==> src/hw/cam_mask_pkg.sv <==
package cam_mask_pkg;

  localparam int NUM_CHAN    = 3;   // y, cr, cb
  localparam int MASK_WORD_W = 16;  // mask bits per output word

  typedef logic [7:0]  cam_byte_t;  // raw camera bus byte
  typedef logic [7:0]  chan_t;      // one ycrcb channel value
  typedef logic [10:0] hcount_t;
  typedef logic [9:0]  vcount_t;

  // rgb565 as it arrives from the camera, red in the msbs
  typedef struct packed {
    logic [4:0] red;
    logic [5:0] green;
    logic [4:0] blue;
  } rgb565_t;

  // one rebuilt pixel with its frame position
  typedef struct packed {
    rgb565_t pixel;
    hcount_t hcount;
    vcount_t vcount;
    logic    frame_end;  // last pixel of the frame
  } pixel_beat_t;

  // converted pixel, chan[0] = y, chan[1] = cr, chan[2] = cb
  typedef struct packed {
    chan_t [NUM_CHAN-1:0] chan;
    logic                 frame_end;
  } ycc_beat_t;

  // inclusive bounds for one channel
  typedef struct packed {
    chan_t lower;
    chan_t upper;
  } window_t;

  typedef window_t [NUM_CHAN-1:0] window_cfg_t;  // same indexing as ycc_beat_t

  typedef struct packed {
    logic [MASK_WORD_W-1:0] bits;       // bit 0 is the earliest pixel
    logic                   frame_end;  // set on the last word of a frame
  } mask_word_t;

endpackage

==> src/hw/channel_window.sv <==
`timescale 1ns/1ps

module channel_window (
  input  logic                  clk_camera,
  input  logic                  recent_reset,
  input  logic                  valid_i,
  input  cam_mask_pkg::chan_t   value_i,
  input  cam_mask_pkg::window_t window_i,
  output logic                  in_window_o
);

  logic above_lower;
  logic below_upper;

  // both bounds inclusive, an inverted window never matches
  assign above_lower = (value_i >= window_i.lower);
  assign below_upper = (value_i <= window_i.upper);

  // flag holds between pixels, only updated on a valid beat
  always_ff @(posedge clk_camera) begin
    if (recent_reset) begin
      in_window_o <= 1'b0;
    end else if (valid_i) begin
      in_window_o <= above_lower & below_upper;
    end
  end

endmodule

==> config.mk <==
export PLATFORM = sky130hd
export DESIGN_NAME = channel_window
export DESIGN_NICKNAME = d
export VERILOG_FILES = /design/src/hw/cam_mask_pkg.sv /design/src/hw/channel_window.sv
export SDC_FILE = /design/constraint.sdc
export NUM_CORES = 1
export LEC_CHECK = 0
export ABC_CLOCK_PERIOD_IN_PS = 1300
export BUFFER_PORTS_ARGS = -buffer_cell sky130_fd_sc_hd__buf_2
export CORE_AREA = 2 2 39 41
export CTS_CLUSTER_DIAMETER = 120
export CTS_CLUSTER_SIZE = 28
export DETAILED_ROUTE_END_ITERATION = 6
export DIE_AREA = 0 0 41 43
export PLACE_DENSITY_LB_ADDON = 0.25
export SLEW_MARGIN = 20
export SYNTH_ARGS = -nofsm -noshare
export SYNTH_HDL_FRONTEND = slang
export SYNTH_SLANG_ARGS = --single-unit
==> constraint.sdc <==
create_clock -name clk_camera -period 1.3 [get_ports clk_camera]
set_input_delay 0.13 -clock clk_camera [delete_from_list [all_inputs] [get_ports clk_camera]]
set_output_delay 0.13 -clock clk_camera [all_outputs]
set_load 0.05 [all_outputs]
Yosys cells after proc, flatten, opt, wreduce, memory -nomap -nowiden
Index checks and enable logic that the tools add are counted.

cells by class
  bitwise operators = 1
  magnitude comparators = 2

operators with widths
  operator                           count
  greater-or-equal comparator 8 bit  1
  less-or-equal comparator 8 bit     1
  AND 1 bit                          1

word-level totals
  register bits after elaboration = 1
  logic and storage cells = 4
  bits of input ports = 27
  output and inout bits = 1

Longest topological paths before layout
  depth after elaboration = 2
  mapped depth = 6
  gate-level depth less buffers = 6

Least setup slack after synthesis
No wires, ideal clock.

  kind = register to register
  start point = reg, netlist name in_window_o
  end point = reg in_window_o
  path buffers = 0
  arrival time = 1.029 ns
  path slack = 0.194 ns
  stages on the path, launching flop included = 5
  setup time = 0.078 ns
  data required time = 1.222 ns
  path through = dfxtp_1 > nor2_1 > nor2_1 > o211ai_1 > nor3_1

RTL lines
  what                  line                  text
  to (signal assigned)  channel_window.sv:24  in_window_o <= above_lower & below_upper;
  to (decl)             channel_window.sv:9   output logic in_window_o

Worst setup path after layout
  start point = in value_i[6]
  end point = reg in_window_o

on the way
  cells in the longest elaborated chain, start to end = 2
  elaborated cells between the ends (all ways) = 3

RTL lines
  what                                                                                        line                                        text
  from (decl)                                                                                 channel_window.sv:7                         input cam_mask_pkg::chan_t value_i,
  greater-or-equal comparator 8 bit / less-or-equal comparator 8 bit (equally long branches)  channel_window.sv:16, channel_window.sv:17
  AND 1 bit *                                                                                 channel_window.sv:24

Mark *: on every way between the ends. The rest lies on a longest branch, timed or not.
A chain may end at the register's enable or synchronous reset.

==> impl_metrics.ini <==
[layout]
largest_register_ffs = 1
top_regs = in_window_o (1)
top_register = in_window_o
drive_above_1_share_pct = 37.65
diodes = 0
final_cells = 101
fin_nets = 130
area_growth_pct = 43.87
num-fill-cells = 154
design_area_um2 = 631.9

[timing]
slew_headroom_pct = 82.60
layout_min_cycle_time_ns = 1.256
worst_slew_pin_slew_ns = 0.2606
fin_crit_sh_pct = 96.65
finClkSkew_ns = 0
setup_tns_ns = 0
final-max-slew-violation-count = 0
hold_slack_ns = 0.4285
finalSetupViolations = 0
hold_violations = 0
fmax_mhz = 795.9
rsz0062_at_grt = yes

[place]
gp_congestion = 0.8276
numPortBuffers = 27
dpl.cell_count = 101
dp_hpwl_um = 833.5
dpl_cell_area_um2 = 594.3

[synthesis]
synth_seq_cells = 1
synth_area_um2 = 439.2
syn_nets = 101
synthArstFlopShare_pct = 0
synth_common_cells = inv_1, ha_1, o211ai_1
synthFlopType = dfxtp_1
ys_warn_count = 0
seq_area_frac_synth_pct = 4.558
avgSynthCellArea_um2 = 7.572
synth_top_cell_by_area = ha_1
syn-instance-count = 58
ys_types = 16
synth_top_area_share_pct = 45.58
synth_edf_count = 0
synth.most_common_cell = inv_1
synth.area.top_cells = ha_1, inv_1, o211ai_1, dfxtp_1, a21oi_1

[worst_setup_path]
r2r_setup_slack_ns = 0.49
crit_start = value_i[6]
worstSetupEndpointType = flop
cp_max_fo = 2
endpoint = in_window_o
r2r-end = in_window_o
critPathLaunchType = input port
cp.arrival_ns = 1.13
crit_required_ns = 1.17
r2r_cells = 4
worstSetupPathType = in2reg
timing.rr.start = in_window_o

[clocking]
ctsHoldBuffers = 0
post-cts-setup-buffers = 0
clk_latency_ns = 0
cts_resized = 0
clk_pin_slew_ns = 0

[detailed_routing]
drt.antenna.violating_nets = 0
finalWirelength_um = 892
route.detailed.drc = 0
drt_iter0_drc = 6
vias_per_cell = 4.683
vias = 473
first_pass_iters = 4
wire_per_inst_um = 8.832

[grt]
grt_antenna_before_repair = 0
grt_start_max_net_pins = 4
grt_pass1_wl_um = 1421
grt_busiest_layer = met2
grt_use_total_pct = 10.69
grtUsageMet1_pct = 16.77
grt-ovfl-total = 0
grt_use_met3_pct = 0
grtUsageMet2_pct = 16.88
grt_pass1_vias = 370

[floorplan]
die_y_um = 43
core_area_mm2 = 0.001384
ios = 28
dieArea_mm2 = 0.001763
die_w_um = 41
rows = 14
start_util_pct = 31.74

[power]
p_total_w = 0.0002096
cellLeakagePower_nw = 0.3726
ir_drop_mv = 0.1253
powerDensity_mw_per_mm2 = 331.7

[job]
drv_cap = 0

[hold_path]
hold-path-cell-count = 4
min_path_type = in2reg

[outcome]
outcome = finished, final reports clean
==> placed cells by master (no fill, tap or decap) <==
cell       netlist  layout
o211ai_1         4       4
buf_2            0      25
ha_1            16      15
nand3_1          1       1
buf_6            0       2
a21o_1           1       1
a21oi_1          3       3
o21ai_0          2       2
a2111oi_2        1       1
nand4_1          2       2
inv_4            0       1
ha_4             0       1
a211oi_2         0       1
o2111ai_1        1       1
nor3_1           1       1
nor2_1           3       3
dfxtp_1          1       1
nor3b_2          0       1
inv_1           17      16
nor2b_1          2       2
a211oi_1         2       1
==> report_power, final <==
| part | switching [W] | total, W | internal, W |
|---|---|---|---|
| Sequential | 0.00000101 | 0.0000350 | 0.0000340 |
| Clock | 0 | 0 | 0 |
| Combinational | 0.0000860 | 0.000175 | 0.0000886 |
| Total | 0.0000870 | 0.000210 | 0.000123 |
==> worst min-delay path by stage <==
stage	from	to
after floorplan	recent_reset	in_window_o
after global placement	recent_reset	in_window_o
after detailed placement	recent_reset	in_window_o
after CTS	recent_reset	in_window_o
after global routing	recent_reset	in_window_o
final	recent_reset	in_window_o
==> logic make-up after synthesis <==
group / share of synthesized area (%)
AOI/OAI and AO/OA: 23.08
adders and majority gates: 45.58
buffers and inverters: 14.53
DFF: 4.559
and+or+nand+nor: 12.25
==> cell type report <==
type | count | area (um^2) | share of cell area [%]
Multi-Input combinational cell | 40 | 377.9 | 59.80
Timing Repair Buffer | 27 | 147.6 | 23.37
Inverter | 17 | 66.31 | 10.50
Sequential cell | 1 | 20.02 | 3.168
Tap cell | 16 | 20.02 | 3.168
==> worst max-delay path, cell delays in order <==
cell and delay, ns:
buf_2 0.11, ha_1 0.31, a21oi_1 0.21, o21ai_0 0.11
o211ai_1 0.18, nor3_1 0.08
==> per-stage QoR <==
step / utilization, % / setup slack, ns
floorplan: - / 0.1937
global placement: 42.95 / 0.04256
detailed placement: 42.95 / 0.01869
CTS: 42.95 / 0.02411
global route: 45.66 / -0.02383
finish: 45.66 / 0.04356
==> metal layers <==
metal / share of wire [%] / routed length (um)
met3: 5.3 / 47
met4: 0 / 0
met2: 47 / 418
met1: 48 / 426
met5: 0 / 0
Power figures use the tool's default switching activity.
