[config.mk]
export PLATFORM = sky130hd
export DESIGN_NAME = pixel_reconstruct
export DESIGN_NICKNAME = d
export VERILOG_FILES = /design/src/hw/cam_mask_pkg.sv /design/src/hw/pixel_reconstruct.sv
export SDC_FILE = /design/constraint.sdc
export NUM_CORES = 1
export LEC_CHECK = 0
export BUFFER_PORTS_ARGS = -buffer_cell sky130_fd_sc_hd__buf_4
export CAP_MARGIN = 20
export CELL_PAD_IN_SITES_DETAIL_PLACEMENT = 2
export CELL_PAD_IN_SITES_GLOBAL_PLACEMENT = 2
export CORE_AREA = 2 2 126 79
export DETAILED_ROUTE_END_ITERATION = 10
export DIE_AREA = 0 0 128 81
export PLACE_DENSITY_LB_ADDON = 0.1
export SLEW_MARGIN = 20
export SYNTH_ARGS = -nofsm -noshare
export SYNTH_HDL_FRONTEND = slang
export SYNTH_SLANG_ARGS = --single-unit
[constraint.sdc]
create_clock -name clk_camera -period 2.72 [get_ports clk_camera]
set_clock_uncertainty 0.05 [all_clocks]
set_input_delay 0.272 -clock clk_camera [delete_from_list [all_inputs] [get_ports clk_camera]]
set_output_delay 0.272 -clock clk_camera [all_outputs]
set_load 0.01 [all_outputs]
[src/hw/cam_mask_pkg.sv]
package cam_mask_pkg;

  localparam int NUM_CHAN    = 3;   // y, cr, cb
  localparam int MASK_WORD_W = 16;  // mask bits per output word

  typedef logic [7:0]  cam_byte_t;  // raw camera bus byte
  typedef logic [7:0]  chan_t;      // one ycrcb channel value
  typedef logic [10:0] hcount_t;
  typedef logic [9:0]  vcount_t;

  // rgb565 as it arrives from the camera, red in the msbs
  typedef struct packed {
    logic [4:0] red;
    logic [5:0] green;
    logic [4:0] blue;
  } rgb565_t;

  // one rebuilt pixel with its frame position
  typedef struct packed {
    rgb565_t pixel;
    hcount_t hcount;
    vcount_t vcount;
    logic    frame_end;  // last pixel of the frame
  } pixel_beat_t;

  // converted pixel, chan[0] = y, chan[1] = cr, chan[2] = cb
  typedef struct packed {
    chan_t [NUM_CHAN-1:0] chan;
    logic                 frame_end;
  } ycc_beat_t;

  // inclusive bounds for one channel
  typedef struct packed {
    chan_t lower;
    chan_t upper;
  } window_t;

  typedef window_t [NUM_CHAN-1:0] window_cfg_t;  // same indexing as ycc_beat_t

  typedef struct packed {
    logic [MASK_WORD_W-1:0] bits;       // bit 0 is the earliest pixel
    logic                   frame_end;  // set on the last word of a frame
  } mask_word_t;

endpackage

[src/hw/pixel_reconstruct.sv]
`timescale 1ns/1ps

module pixel_reconstruct #(
  parameter int FRAME_WIDTH  = 1280,
  parameter int FRAME_HEIGHT = 720
) (
  input  logic                      clk_camera,
  input  logic                      recent_reset,
  input  cam_mask_pkg::cam_byte_t   camera_d_i,
  input  logic                      cam_pclk_i,
  input  logic                      cam_hsync_i,
  input  logic                      cam_vsync_i,
  output logic                      pix_valid_o,
  output cam_mask_pkg::pixel_beat_t pix_o
);
  import cam_mask_pkg::*;

  localparam hcount_t LAST_H = hcount_t'(FRAME_WIDTH - 1);
  localparam vcount_t LAST_V = vcount_t'(FRAME_HEIGHT - 1);

  cam_byte_t  data_meta, data_sync;  // two flops on the data bus
  logic [1:0] pclk_sync;             // [1] is the settled copy
  logic [1:0] hsync_sync;
  logic [1:0] vsync_sync;
  logic       pclk_prev, hsync_prev;
  logic       pclk_rise, hsync_fall;
  logic       second_byte;           // next byte taken closes a pixel
  cam_byte_t  first_byte;
  hcount_t    hcount;
  vcount_t    vcount;

  always_ff @(posedge clk_camera) begin
    data_meta <= camera_d_i;
    data_sync <= data_meta;
  end

  always_ff @(posedge clk_camera) begin
    if (recent_reset) begin
      pclk_sync  <= '0;
      hsync_sync <= '0;
      vsync_sync <= '0;
      pclk_prev  <= 1'b0;
      hsync_prev <= 1'b0;
    end else begin
      pclk_sync  <= {pclk_sync[0], cam_pclk_i};
      hsync_sync <= {hsync_sync[0], cam_hsync_i};
      vsync_sync <= {vsync_sync[0], cam_vsync_i};
      pclk_prev  <= pclk_sync[1];
      hsync_prev <= hsync_sync[1];
    end
  end

  assign pclk_rise  = pclk_sync[1] & ~pclk_prev;
  assign hsync_fall = ~hsync_sync[1] & hsync_prev;  // end of a line

  always_ff @(posedge clk_camera) begin
    if (recent_reset) begin
      second_byte <= 1'b0;
      hcount      <= '0;
      vcount      <= '0;
      pix_valid_o <= 1'b0;
    end else begin
      pix_valid_o <= 1'b0;
      if (!hsync_sync[1]) begin  // blanking, restart the line
        second_byte <= 1'b0;
        hcount      <= '0;
      end else if (pclk_rise) begin
        second_byte <= ~second_byte;
        if (second_byte) begin
          pix_valid_o <= 1'b1;
          hcount      <= hcount + 1'b1;
        end
      end
      if (vsync_sync[1]) vcount <= '0;
      else if (hsync_fall) vcount <= vcount + 1'b1;
    end
  end

  // byte 0 = r[4:0] g[5:3], byte 1 = g[2:0] b[4:0]
  always_ff @(posedge clk_camera) begin
    if (hsync_sync[1] && pclk_rise) begin
      if (!second_byte) begin
        first_byte <= data_sync;
      end else begin
        pix_o.pixel     <= rgb565_t'({first_byte, data_sync});
        pix_o.hcount    <= hcount;
        pix_o.vcount    <= vcount;
        pix_o.frame_end <= (hcount == LAST_H) && (vcount == LAST_V);
      end
    end
  end

endmodule

======== Yosys cells after proc, flatten, opt, wreduce, memory -nomap -nowiden ========
Index checks and enable logic that the tools add are counted.
word-level totals
  flip-flop bits (word level) ............. 93
  input port bits ......................... 13
  logic and storage cells ................. 37
operators by class
  add/sub/neg operators ................... 2
  equal/unequal tests ..................... 2
  mux-type cells .......................... 1
  bitwise operators ....................... 6
  reduce and logical (&&, ||, !) cells .... 8
operator list
  kind                   number
  $add 11x1->11 const B  1
  $eq 11x11->1 const B   1
  $add 10x1->10 const B  1
  $eq 10x10->1 const B   1
  $reduce_and 2->1       3
  $not 1->1              4
  $reduce_or 2->1        2
  $reduce_or 3->1        1
  $and 1x1->1            2
  $logic_and 1x1->1      2
  $mux 1                 1

======== Longest topological paths before layout ========
  depth after elaboration ................. 4
  depth in mapped cells ................... 4
  depth with buffers taken out ............ 4

======== Worst setup path before layout ========
No wires, ideal clock.
  kind .................................... register to register
  start point ............................. reg pclk_prev
  end point ............................... reg pix_o[0] (netlist name) (enable)
  library setup time ...................... 434 ps
  arrival time ............................ 2311 ps
  required time ........................... 2236 ps
  setup slack ............................. -75 ps
  stages on the path, launching flop included .. 4
  path buffers ............................ 1
  path through ............................ dfxtp_1 nand3b_2 buf_6 nor2_1
on the way
  word-level cells in the longest chain between the ends .. 4
RTL lines
  element                            line                     RTL
  start: declaration                 pixel_reconstruct.sv:25  logic pclk_prev, hsync_prev;
  start signal: assignment           pixel_reconstruct.sv:48  pclk_prev <= pclk_sync[1];
  $not 1->1                          pixel_reconstruct.sv:53  assign pclk_rise = pclk_sync[1] & ~pclk_prev;
  $and 1x1->1                        pixel_reconstruct.sv:53
  $logic_and 1x1->1                  pixel_reconstruct.sv:81  if (hsync_sync[1] && pclk_rise) begin
  $reduce_and 2->1 (no source line)  --
  end: declaration                   pixel_reconstruct.sv:14  output cam_mask_pkg::pixel_beat_t pix_o
Every way passes these cells.
A chain may end at the register's enable or synchronous reset.

======== Worst setup path in the final report ========
  start point ............................. reg second_byte
  end point ............................... reg pix_o[14] (netlist name) (enable)
on the way
  word-level cells in the longest chain between the ends .. 1
RTL lines
  element                            line                     RTL
  start: declaration                 pixel_reconstruct.sv:27  logic second_byte;
  start signal: assignment           pixel_reconstruct.sv:68  second_byte <= ~second_byte;
  $reduce_and 2->1 (no source line)  --
Every way passes these cells.

==> summary.txt <==
Layout
  • Fill cell count: 943
  • Synthesis-to-layout area growth: 30.0%
  • Layout Nets: 287
  • Ant. Diodes: 0
  • Storage cell area: 0.00232 mm2
  • Layout cell share with drive strength beyond 1: 0.278
  • Most frequent cells in the layout: 52 x buf_4, 47 x dfxtp_1, 46 x edfxtp_1
  • Most common cell after layout, fill and taps aside: buf_4
  • Multi-input gate area: 694 um2

Worst hold path
  • Hold wc startpoint: cam_hsync_i
  • Hold WC Path Type: input pin to flip-flop

Yosys
  • Synth Cell Area: between 0.003 and 0.004 mm2
  • Sequential area share after synthesis: 0.762
  • Post-synth top flop: dfxtp_1
  • Post-Syn Instances: roughly 200
  • Cell variety after synth: 39
  • Yosys warnings: 0
  • Syn nets: 218
  • Synth area leader: edfxtp_1
  • Main area contributors after synthesis: edfxtp_1 45%, dfxtp_1 31%, a21oi_1 2.3%
  • Post-synth ARST share: 0
  • Post-synth top area share: 0.453
  • Count of state elements after synthesis: 93
  • Syn avg cell area: 15.0 um2
  • EDFF count, synth: 46

Clock tree
  • Post_cts resized: 0
  • Root Buffer Master: clkbuf_16
  • CTS tree: built
  • Htree depth: 3
  • Clock transition at path regs: 70 ps
  • Clock Sinks: 93
  • Clock Latency Late Sink: 340 ps
  • CTS Buffer Depth: 2
  • Post-CTS Setup Repair Bufs: 0
  • CTS Hold Bufs: 8
  • CTS buffer count: 9

Worst setup path
  • Setup crit end kind: flip-flop
  • Startpoint types: flip-flop
  • Worst R2R Start: second_byte
  • Required time of the worst setup path: 2700 ps
  • Worst setup startpoint: second_byte
  • Worst Path Arrival: roughly 1800 ps
  • Worst setup path class: flip-flop to flip-flop
  • Largest fanout on the critical path: 31

Power
  • Pleak: between 1 and 1.5 nW
  • Pwr Density: just under 700 mW/mm2
  • Max rail drop VDD: 0.290 mV

Drt
  • Routed vias: around 1,900
  • Final ANT Viol Nets: 0
  • 1st-pass router iterations: 4
  • Vias/cell: 4.73
  • Routed wire per std cell: between 15 and 20 um
  • Iter 0 DRT Violations: just over 70
  • DRC Markers: 0
  • Final wirelength: 6.46 mm

Timing
  • Tmin final: between 1500 and 2000 ps
  • Final setup fails: 0
  • Setup TNS: 0 ps
  • Pins Over Slew Limit: 0
  • Peak Freq: 567 MHz
  • Fin crit share: 0.648
  • Hold Fails Final Rpt: 0
  • Unrepaired setup endpoints after global routing: no
  • Setup ws final: roughly 960 ps
  • Worst Tran Pin Value: around 360 ps
  • Max_slew headroom: 0.756

Run status
  • Status: finished clean

Place
  • Final GP Congestion: about 0.70
  • Port bufs: 51
  • HPWL after DPL: 4.47 mm
  • Pre-CTS setup slack: around 940 ps

Floorplan
  • Die X: 128 um
  • Initial core utilization: 0.324
  • FP Rows: 28
  • Die area: 0.0104 mm2
  • Placeable Area: 0.00939 mm2
  • Chip height: 81 um
  • IO Count: 52

Run
  • Maxcap violations: 0

Global routing
  • Global-route wire length before repair: 10.4 mm
  • Antenna violations before repair: 0
  • Grt total ovfl: 0
  • Vias in the first global route: approximately 1,900
  • GRT Util Overall: 0.136
  • Largest net degree at the start of global routing: 32
==> report_power, final <==
| part | total [W] | switching, W | internal, W | leakage, nW |
|---|---|---|---|---|
| clock network | 0.00120 | 0.000544 | 0.000659 | 0.138 |
| registers | 0.00149 | 0.00000918 | 0.00148 | 0.787 |
| logic | 0.0000410 | 0.0000157 | 0.0000253 | 0.495 |
| total | 0.00273 | 0.000569 | 0.00216 | 1.42 |
==> per-stage QoR <==
step | cell area (um2) | cells | power, W | util | hold slack, ps
final | 3960 | 397 | 0.00273 | 0.422 | 95.4
after global routing | 3960 | 397 | 0.00283 | 0.422 | 108
after CTS | 3960 | 397 | 0.00278 | 0.422 | 86.9
after floorplan | 3050 | 203 | 0.00153 | - | 250
after detailed placement | 3590 | 373 | 0.00155 | 0.382 | 264
after global placement | 3590 | 373 | 0.00155 | 0.382 | 259
==> cell usage after synthesis, types with 2 or more instances <==
library cell  instances
edfxtp_1             46
nand3_1               4
nor2b_1               8
xor2_1                2
and4b_1               2
a21oi_1              14
nand2_1               9
ha_1                  2
nor2_1                9
or3_1                 7
o31ai_1               6
xnor2_1               3
dfxtp_1              47
inv_1                 3
or4_1                 6
o21ai_0               6
buf_6                 2
mux2i_1               2
nand4b_1              2
nand4_1               3
nand2b_1              2
==> worst paths after layout <==
path | end | slack, ps | cells past startpoint
worst max-delay path | pix_o[14] | 960 | 3
worst min-delay path | hsync_sync[0] | 100 | 2
worst max register to register | pix_o[14] | 960 | 3
worst min register to register | data_sync[4] | 280 | 0
==> sequential cells by signal, indices dropped and copies added (netlist names) <==
signal       cells
hsync_prev       1
data_sync        8
first_byte       8
pix_o           38
pclk_sync        2
hcount          11
second_byte      1
vsync_sync       2
pix_valid_o      1
data_meta        8
pclk_prev        1
hsync_sync       2
vcount          10
==> cell families after synthesis <==
family / synth area share
AO/OA/AOI/OAI: 0.0505
flip-flops: 0.762
adder cells (fa/ha/maj): 0.00821
buffers and inverters: 0.0123
multiplexers: 0.0103
XOR/XNOR: 0.0144
AND/OR/NAND/NOR: 0.142
==> final cells by class <==
cell class	instances	share of cell area
Tap cell	120	0.0379
Clock inverter	6	0.0133
Multi-Input combinational cell	104	0.175
Sequential cell	93	0.586
Clock buffer	10	0.0603
Timing Repair Buffer	61	0.124
Inverter	3	0.00284
==> worst max-delay path: stages, from the launching register on <==
cell and delay [ps]:
dfxtp_1 440, nand3b_2 320, nor2_4 370, buf_12 250
==> per-layer routing <==
layer | GRT usage | up-vias | part of all wire
li1 | - | 891 | -
met4 | 0.0495 | 0 | 0.0091
met3 | 0.0461 | 5 | 0.038
met2 | 0.204 | 35 | 0.45
met5 | 0 | - | 0
met1 | 0.183 | 946 | 0.50
(Power assumes the default switching activity.)
