<file path="config.mk">
export PLATFORM = sky130hd
export DESIGN_NAME = mask_packer
export DESIGN_NICKNAME = d
export VERILOG_FILES = /design/src/hw/cam_mask_pkg.sv /design/src/hw/mask_packer.sv
export SDC_FILE = /design/constraint.sdc
export NUM_CORES = 1
export LEC_CHECK = 0
export ABC_AREA = 0
export BUFFER_PORTS_ARGS = -buffer_cell sky130_fd_sc_hd__buf_2
export CAP_MARGIN = 5
export CORE_MARGIN = 8
export CORE_UTILIZATION = 30
export CTS_CLUSTER_DIAMETER = 40
export DETAILED_ROUTE_END_ITERATION = 10
export GPL_TIMING_DRIVEN = 0
export PLACE_DENSITY = 0.49
export SKIP_LAST_GASP = 1
export SLEW_MARGIN = 20
export SYNTH_ARGS = -nofsm -noshare
export SYNTH_HDL_FRONTEND = slang
export SYNTH_SLANG_ARGS = --single-unit
</file>
<file path="constraint.sdc">
create_clock -name clk_camera -period 5.1 [get_ports clk_camera]
set_input_delay 1.02 -clock clk_camera [delete_from_list [all_inputs] [get_ports clk_camera]]
set_output_delay 1.02 -clock clk_camera [all_outputs]
set_load 0.02 [all_outputs]
</file>
<file path="src/hw/cam_mask_pkg.sv">
package cam_mask_pkg;

  localparam int NUM_CHAN    = 3;   // y, cr, cb
  localparam int MASK_WORD_W = 16;  // mask bits per output word

  typedef logic [7:0]  cam_byte_t;  // raw camera bus byte
  typedef logic [7:0]  chan_t;      // one ycrcb channel value
  typedef logic [10:0] hcount_t;
  typedef logic [9:0]  vcount_t;

  // rgb565 as it arrives from the camera, red in the msbs
  typedef struct packed {
    logic [4:0] red;
    logic [5:0] green;
    logic [4:0] blue;
  } rgb565_t;

  // one rebuilt pixel with its frame position
  typedef struct packed {
    rgb565_t pixel;
    hcount_t hcount;
    vcount_t vcount;
    logic    frame_end;  // last pixel of the frame
  } pixel_beat_t;

  // converted pixel, chan[0] = y, chan[1] = cr, chan[2] = cb
  typedef struct packed {
    chan_t [NUM_CHAN-1:0] chan;
    logic                 frame_end;
  } ycc_beat_t;

  // inclusive bounds for one channel
  typedef struct packed {
    chan_t lower;
    chan_t upper;
  } window_t;

  typedef window_t [NUM_CHAN-1:0] window_cfg_t;  // same indexing as ycc_beat_t

  typedef struct packed {
    logic [MASK_WORD_W-1:0] bits;       // bit 0 is the earliest pixel
    logic                   frame_end;  // set on the last word of a frame
  } mask_word_t;

endpackage

</file>
<file path="src/hw/mask_packer.sv">
`timescale 1ns/1ps

module mask_packer #(
  parameter int FRAME_WIDTH  = 1280,
  parameter int FRAME_HEIGHT = 720
) (
  input  logic                              clk_camera,
  input  logic                              recent_reset,
  input  logic                              flag_valid_i,
  input  logic [cam_mask_pkg::NUM_CHAN-1:0] flags_i,
  input  logic                              frame_end_i,
  output logic                              word_valid_o,
  input  logic                              word_ready_i,
  output cam_mask_pkg::mask_word_t          word_o,
  output logic                              overflow_o
);
  import cam_mask_pkg::*;

  localparam int FIFO_DEPTH      = 4;
  localparam int PTR_W           = $clog2(FIFO_DEPTH);
  localparam int CNT_W           = $clog2(MASK_WORD_W);
  localparam int WORDS_PER_FRAME = FRAME_WIDTH * FRAME_HEIGHT / MASK_WORD_W;

  // a line must end on a word boundary or frame_end falls inside a word
  if (FRAME_WIDTH % MASK_WORD_W != 0 || WORDS_PER_FRAME < 1) begin : g_frame_check
    $error("frame width must be a nonzero multiple of the mask word width");
  end

  logic [CNT_W-1:0]       bit_cnt;
  logic [MASK_WORD_W-2:0] acc_bits;   // all but the last bit of the open word
  logic                   mask_bit;
  logic                   done_q;     // done_word is complete this cycle
  mask_word_t             done_word;
  mask_word_t             fifo_mem [FIFO_DEPTH];
  logic [PTR_W-1:0]       wr_ptr, rd_ptr;
  logic [PTR_W:0]         count;
  logic                   full, push, pop;

  assign mask_bit = &flags_i;  // pixel passes only inside all three windows

  always_ff @(posedge clk_camera) begin
    if (recent_reset) begin
      bit_cnt <= '0;
      done_q  <= 1'b0;
    end else begin
      done_q <= 1'b0;
      if (flag_valid_i) begin
        bit_cnt <= bit_cnt + 1'b1;  // wraps after MASK_WORD_W bits
        done_q  <= (bit_cnt == CNT_W'(MASK_WORD_W - 1));
      end
    end
  end

  always_ff @(posedge clk_camera) begin
    if (flag_valid_i) begin
      if (bit_cnt == CNT_W'(MASK_WORD_W - 1)) begin
        done_word.bits      <= {mask_bit, acc_bits};
        done_word.frame_end <= frame_end_i;  // last bit of the frame closes its word
      end else begin
        acc_bits[bit_cnt] <= mask_bit;
      end
    end
  end

  // output queue; a word completing while full is dropped
  assign full         = (count == FIFO_DEPTH);
  assign push         = done_q & ~full;
  assign word_valid_o = (count != '0);
  assign pop          = word_valid_o & word_ready_i;
  assign word_o       = fifo_mem[rd_ptr];  // head entry, stable until popped

  always_ff @(posedge clk_camera) begin
    if (push) fifo_mem[wr_ptr] <= done_word;
  end

  always_ff @(posedge clk_camera) begin
    if (recent_reset) begin
      wr_ptr     <= '0;
      rd_ptr     <= '0;
      count      <= '0;
      overflow_o <= 1'b0;
    end else begin
      if (push) wr_ptr <= wr_ptr + 1'b1;
      if (pop) rd_ptr <= rd_ptr + 1'b1;
      case ({push, pop})
        2'b10:   count <= count + 1'b1;
        2'b01:   count <= count - 1'b1;
        default: count <= count;
      endcase
      if (done_q && full) overflow_o <= 1'b1;  // sticky until reset
    end
  end

endmodule

</file>
======== Word level (Yosys, flattened, before mapping) ========
Memory sizes are Yosys's and may differ from the RTL's. A register that Yosys moved wholly into a read port is not among the register bits.
Cells that the tools add are included.
cells by class
  bitwise logic cells ..................... 5
  reduce and logical (&&, ||, !) cells .... 8
  eq/ne operators ......................... 4
  muxes and demuxes ....................... 8
  $add $sub $neg .......................... 5
  order comparisons ....................... 2
operators with widths
  cell                                                                                  count
  15-bit bitwise mux                                                                    1
  3-bit case mux with 2 select lines                                                    1
  4-bit by 5-bit less-than comparator with 1-bit output (second input constant)         1
  2-bit by 1-bit adder with 2-bit output (second input constant)                        2
  4-bit by 1-bit adder with 4-bit output (second input constant)                        1
  1-bit demux with 4-bit select                                                         1
  4-bit equality test (second input constant)                                           1
  4-bit by 1-bit greater-or-equal comparator with 1-bit output (second input constant)  1
  2-bit 2-to-1 mux                                                                      2
  2-bit AND reduction                                                                   2
  3-bit by 1-bit adder with 3-bit output (second input constant)                        1
  3-bit equality test (second input constant)                                           1
  1-bit 2-to-1 mux                                                                      3
  1-bit NOT                                                                             3
  3-bit AND reduction                                                                   1
  3-bit nonzero test                                                                    1
  3-bit by 1-bit subtractor with 3-bit output (second input constant)                   1
  1-bit AND                                                                             2
  2-bit by 1-bit equality test with 1-bit output (second input constant)                1
  2-bit equality test (second input constant)                                           1
  1-bit logical AND                                                                     2
  2-bit nonzero test                                                                    1
  2-bit OR reduction                                                                    1
word-level totals
  word-level logic and storage cells ...... 42
  memories kept ........................... 1
  output and inout bits ................... 19
  bits in registers ....................... 45
  input port bits ......................... 8
  RAM bits ................................ 68
memory list
  memory    words  width  read ports  clocked after memory_dff  wr ports  line               RTL
  fifo_mem  4      17     1           1                         1         mask_packer.sv:34  mask_word_t fifo_mem [FIFO_DEPTH];

======== Logic depth before layout (Yosys ltp) ========
  depth in word-level cells ............... 5
  depth in mapped cells ................... 9
  gate-level depth less buffers ........... 9

======== Worst setup path before layout ========
Ideal clock, no wire load.
  path kind ............................... input to register
  start point ............................. in flag_valid_i
  end point ............................... reg done_word[0] (netlist bit), enable pin
  arrival ................................. 2,049 ps
  slack ................................... 2,661 ps
  stages on the path ...................... 3
  required time ........................... 4,710 ps
  setup time .............................. 390 ps
  cells stage by stage .................... buf_2 nand3_1 nor2_1
on the way
  longest elaborated chain between the ends .. 1
RTL lines
  element                        line               RTL
  start: declaration             mask_packer.sv:9   input logic flag_valid_i,
  2-bit AND reduction (no line)  n/a
  end: declaration               mask_packer.sv:33  mask_word_t done_word;
No other way between the ends.
A chain may end at the register's enable or synchronous reset.

==> impl_metrics.py <==
metrics = {
    "global_routing": {
        "grt_start_max_net_pins": 18,
        "grt_pass1_vias": 2140,
        "gr-usage-all-layers_pct": 8.225,
        "grt_remaining_overflow": 0,
        "grt.busiest_layer": "met2",
        "grt_use_met2_pct": 12.57,
        "use_met1_pct": 9.704,
        "grt_antenna_before_repair": 0,
        "grt_pass1_wl_um": 11240,
        "grt_use_met3_pct": 3.400,
    },
    "setup_path": {
        "r2r-end": "fifo_mem[0][2]",
        "r2r_slack_ps": 3020,
        "reg2regPathDepth": 3,
        "start_kind": "register",
        "cp-end-kind": "output pin",
        "crit_fanout": 10,
        "arrival_ps": 1820,
        "setup.worst_path.class": "register to output pin",
        "r2r-start": "count[0]",
        "crit_required_ps": 4080,
    },
    "outcome": {
        "status": "complete, no violations",
    },
    "synthesis": {
        "synth_area_um2": 4328,
        "syn_inst": 223,
        "ys_seq_area_share_pct": 76.32,
        "synth-async-reset-ratio_pct": 0,
        "yosys_most_used_dff": "edfxtp_1",
        "avgSynthCellArea_um2": 19.41,
        "synth_nets": 241,
        "ys_seq_elements": 115,
        "yosys_warnings": 0,
        "synth_cell_types": 32,
        "synth_edf_count": 100,
    },
    "timing": {
        "tightest_slew_ps": 1025,
        "post-route-period-util_pct": 55.73,
        "relSlewSlack_pct": 31.66,
        "clock_skew_ps": 8.222,
        "grt_setup_unrepaired": "false",
        "finalSetupViolCount": 0,
        "setup_ws_ps": 2258,
        "final.min_clock_period_ps": 2842,
        "final_hold_viol_count": 0,
        "setup_tns_ps": 0,
        "slew_violations": 0,
        "fmax_ghz": 0.3518,
    },
    "clock_tree": {
        "cts_resized": 0,
        "cts_hold_buf": 0,
        "postCtsSetupRepairBufs": 0,
        "cts_buffers": 17,
        "clk_latency_ps": 400,
        "cts_tree": "yes",
        "clkTransAtPathRegs_ps": 50,
        "htree_levels": 4,
        "cts.sinks": 115,
        "ctsLongestPathBuffers": 2,
        "ctsRootBufferMaster": "clkbuf_16",
    },
    "die": {
        "initial_core_util_pct": 30.24,
        "io-pin-count": 27,
        "fp.dieH_um": 136.1,
        "design.die.area_um2": 18530,
        "design.core.area_um2": 14310,
        "die_w_um": 136.1,
        "rows": 44,
    },
    "placed_design": {
        "io_buffer_count": 25,
        "pre_cts_ws_ps": 2523,
        "hpwl_um": 4421,
        "gp_congestion": 0.7035,
    },
    "finish": {
        "multi_input_area_um2": 939.7,
        "diodes": 0,
        "regArea_um2": 3303,
        "syn2layout_area_growth_pct": 21.71,
        "fillers": 1348,
        "nNetsFinal": 286,
        "drive_gt1_share_pct": 25.98,
    },
    "power": {
        "ir_drop_mv": 0.2166,
        "power.density_nw_per_um2": 409.4,
        "p_leak_nw": 1.773,
    },
    "worst_hold_path": {
        "min_to": "done_word[5]",
        "holdCritPathClass": "register to register",
        "holdPathStages": 0,
        "worstHoldStart": "acc_bits[4]",
    },
    "route": {
        "first_pass_iters": 4,
        "drc": 0,
        "drt_iter0_drc": 134,
        "wirelength_um": 7015,
        "ant_nets": 0,
        "vias": 1979,
        "via_per_inst": 4.256,
        "wl_per_cell_um": 15.09,
    },
    "job": {
        "cap_viol_max_count": 0,
    },
}
-- state kept, by name (all words and copies together) (netlist names), named ones only --
signal      cells
fifo_mem       68
done_word      17
acc_bits       15
bit_cnt         4
count           3
rd_ptr          2
wr_ptr          2
done_q          1
overflow_o      1
-- worst max-delay path by stage --
stage | slack, ps | cells after the start | to | startpoint
after global routing | 2150 | 4 | word_o[9] | register
after floorplan | 2660 | 3 | done_word[0] | flag_valid_i
after detailed placement | 2520 | 8 | count[2] | word_ready_i
after global placement | 2110 | 3 | done_word[0] | flag_valid_i
after CTS | 2180 | 4 | word_o[14] | register
final | 2260 | 4 | word_o[12] | register
-- cells by family (layout without fill, tap and decap cells) --
group | Yosys count | in the layout | share of synthesized area (%)
AO/OA/AOI/OAI | 7 | 7 | 1.156
XOR/XNOR | 7 | 7 | 1.417
adder cells (fa/ha/maj) | 10 | 10 | 3.065
buffers and inverters | 16 | 74 | 2.024
flip-flops | 115 | 115 | 76.32
multiplexers | 20 | 20 | 10.18
AND/OR/NAND/NOR | 48 | 48 | 5.840
-- routing by layer --
layer,up-vias,share of wire [%],wire length [µm]
li1,952,-,-
met5,-,0,0
met4,0,2.0,142
met3,6,4.2,292
met2,35,48,3364
met1,986,46,3216
-- critical path, stage by stage, from the launching register on --
cell and delay [ps]:
dfxtp_1 300, buf_2 230, buf_2 350, mux4_2 370
buf_2 180
-- metrics by stage --
step	hold slack (ps)	power [mW]	utilization (%)	area [µm²]	instances
5_1_grt	425.8	2.230	36.80	5268	465
3_3_place_gp	404.0	1.055	32.72	4683	432
6_report	413.3	2.157	36.80	5268	465
4_1_cts	415.2	2.185	36.80	5268	465
2_1_floorplan	400.3	1.048	-	4328	223
3_5_place_dp	405.6	1.056	32.81	4697	433
-- cell usage after synthesis, drive strengths merged, types with 2 or more instances --
cell    instances  area [µm²]
and2           18       112.6
nor2           17       63.81
mux2i           2       20.02
xor2            5       43.79
or3             2       12.51
ha              9       112.6
clkbuf          2       7.510
inv             9       33.78
nor3            2       10.01
buf             5       46.29
xnor2           2       17.52
nand2b          2       12.51
a21oi           2       10.01
nand2           2       7.510
mux4           17       409.2
edfxtp        100        3003
dfxtp          15       300.3
-- power breakdown --
part / total (mW) / leakage [nW] / switching, mW / internal, mW
combinational: 0.0199 / 0.474 / 0.0118 / 0.00810
sequential: 1.02 / 1.02 / 0.00256 / 1.01
clock: 1.12 / 0.274 / 0.401 / 0.719
total: 2.16 / 1.77 / 0.415 / 1.74
-- layout by cell type (no fill, tap or decap), types with 2 or more instances in the layout --
cell and instances:
clkinv_4 4, nor2_1 16, mux2i_1 2, xnor2_1 2, ha_1 9, or3_1 2, buf_2 28, dfxtp_1 15
clkinv_2 3, mux4_2 10, clkbuf_16 17, nand2_1 2, nand2b_1 2, mux4_1 7, nor3_1 2, xor2_1 5
buf_6 2, clkbuf_1 5, edfxtp_1 100, bufinv_16 2, a21oi_1 2, clkinvlp_4 2, and2_1 18, inv_1 9
-- area by class of cell --
class,instances,area share [%]
Clock buffer,20,8.290
Clock inverter,12,2.542
Inverter,9,0.6413
Buffer,7,1.021
Sequential cell,115,62.71
Tap cell,184,4.371
Timing Repair Buffer,26,2.589
Multi-Input combinational cell,92,17.84
Power figures use the tool's default switching activity.
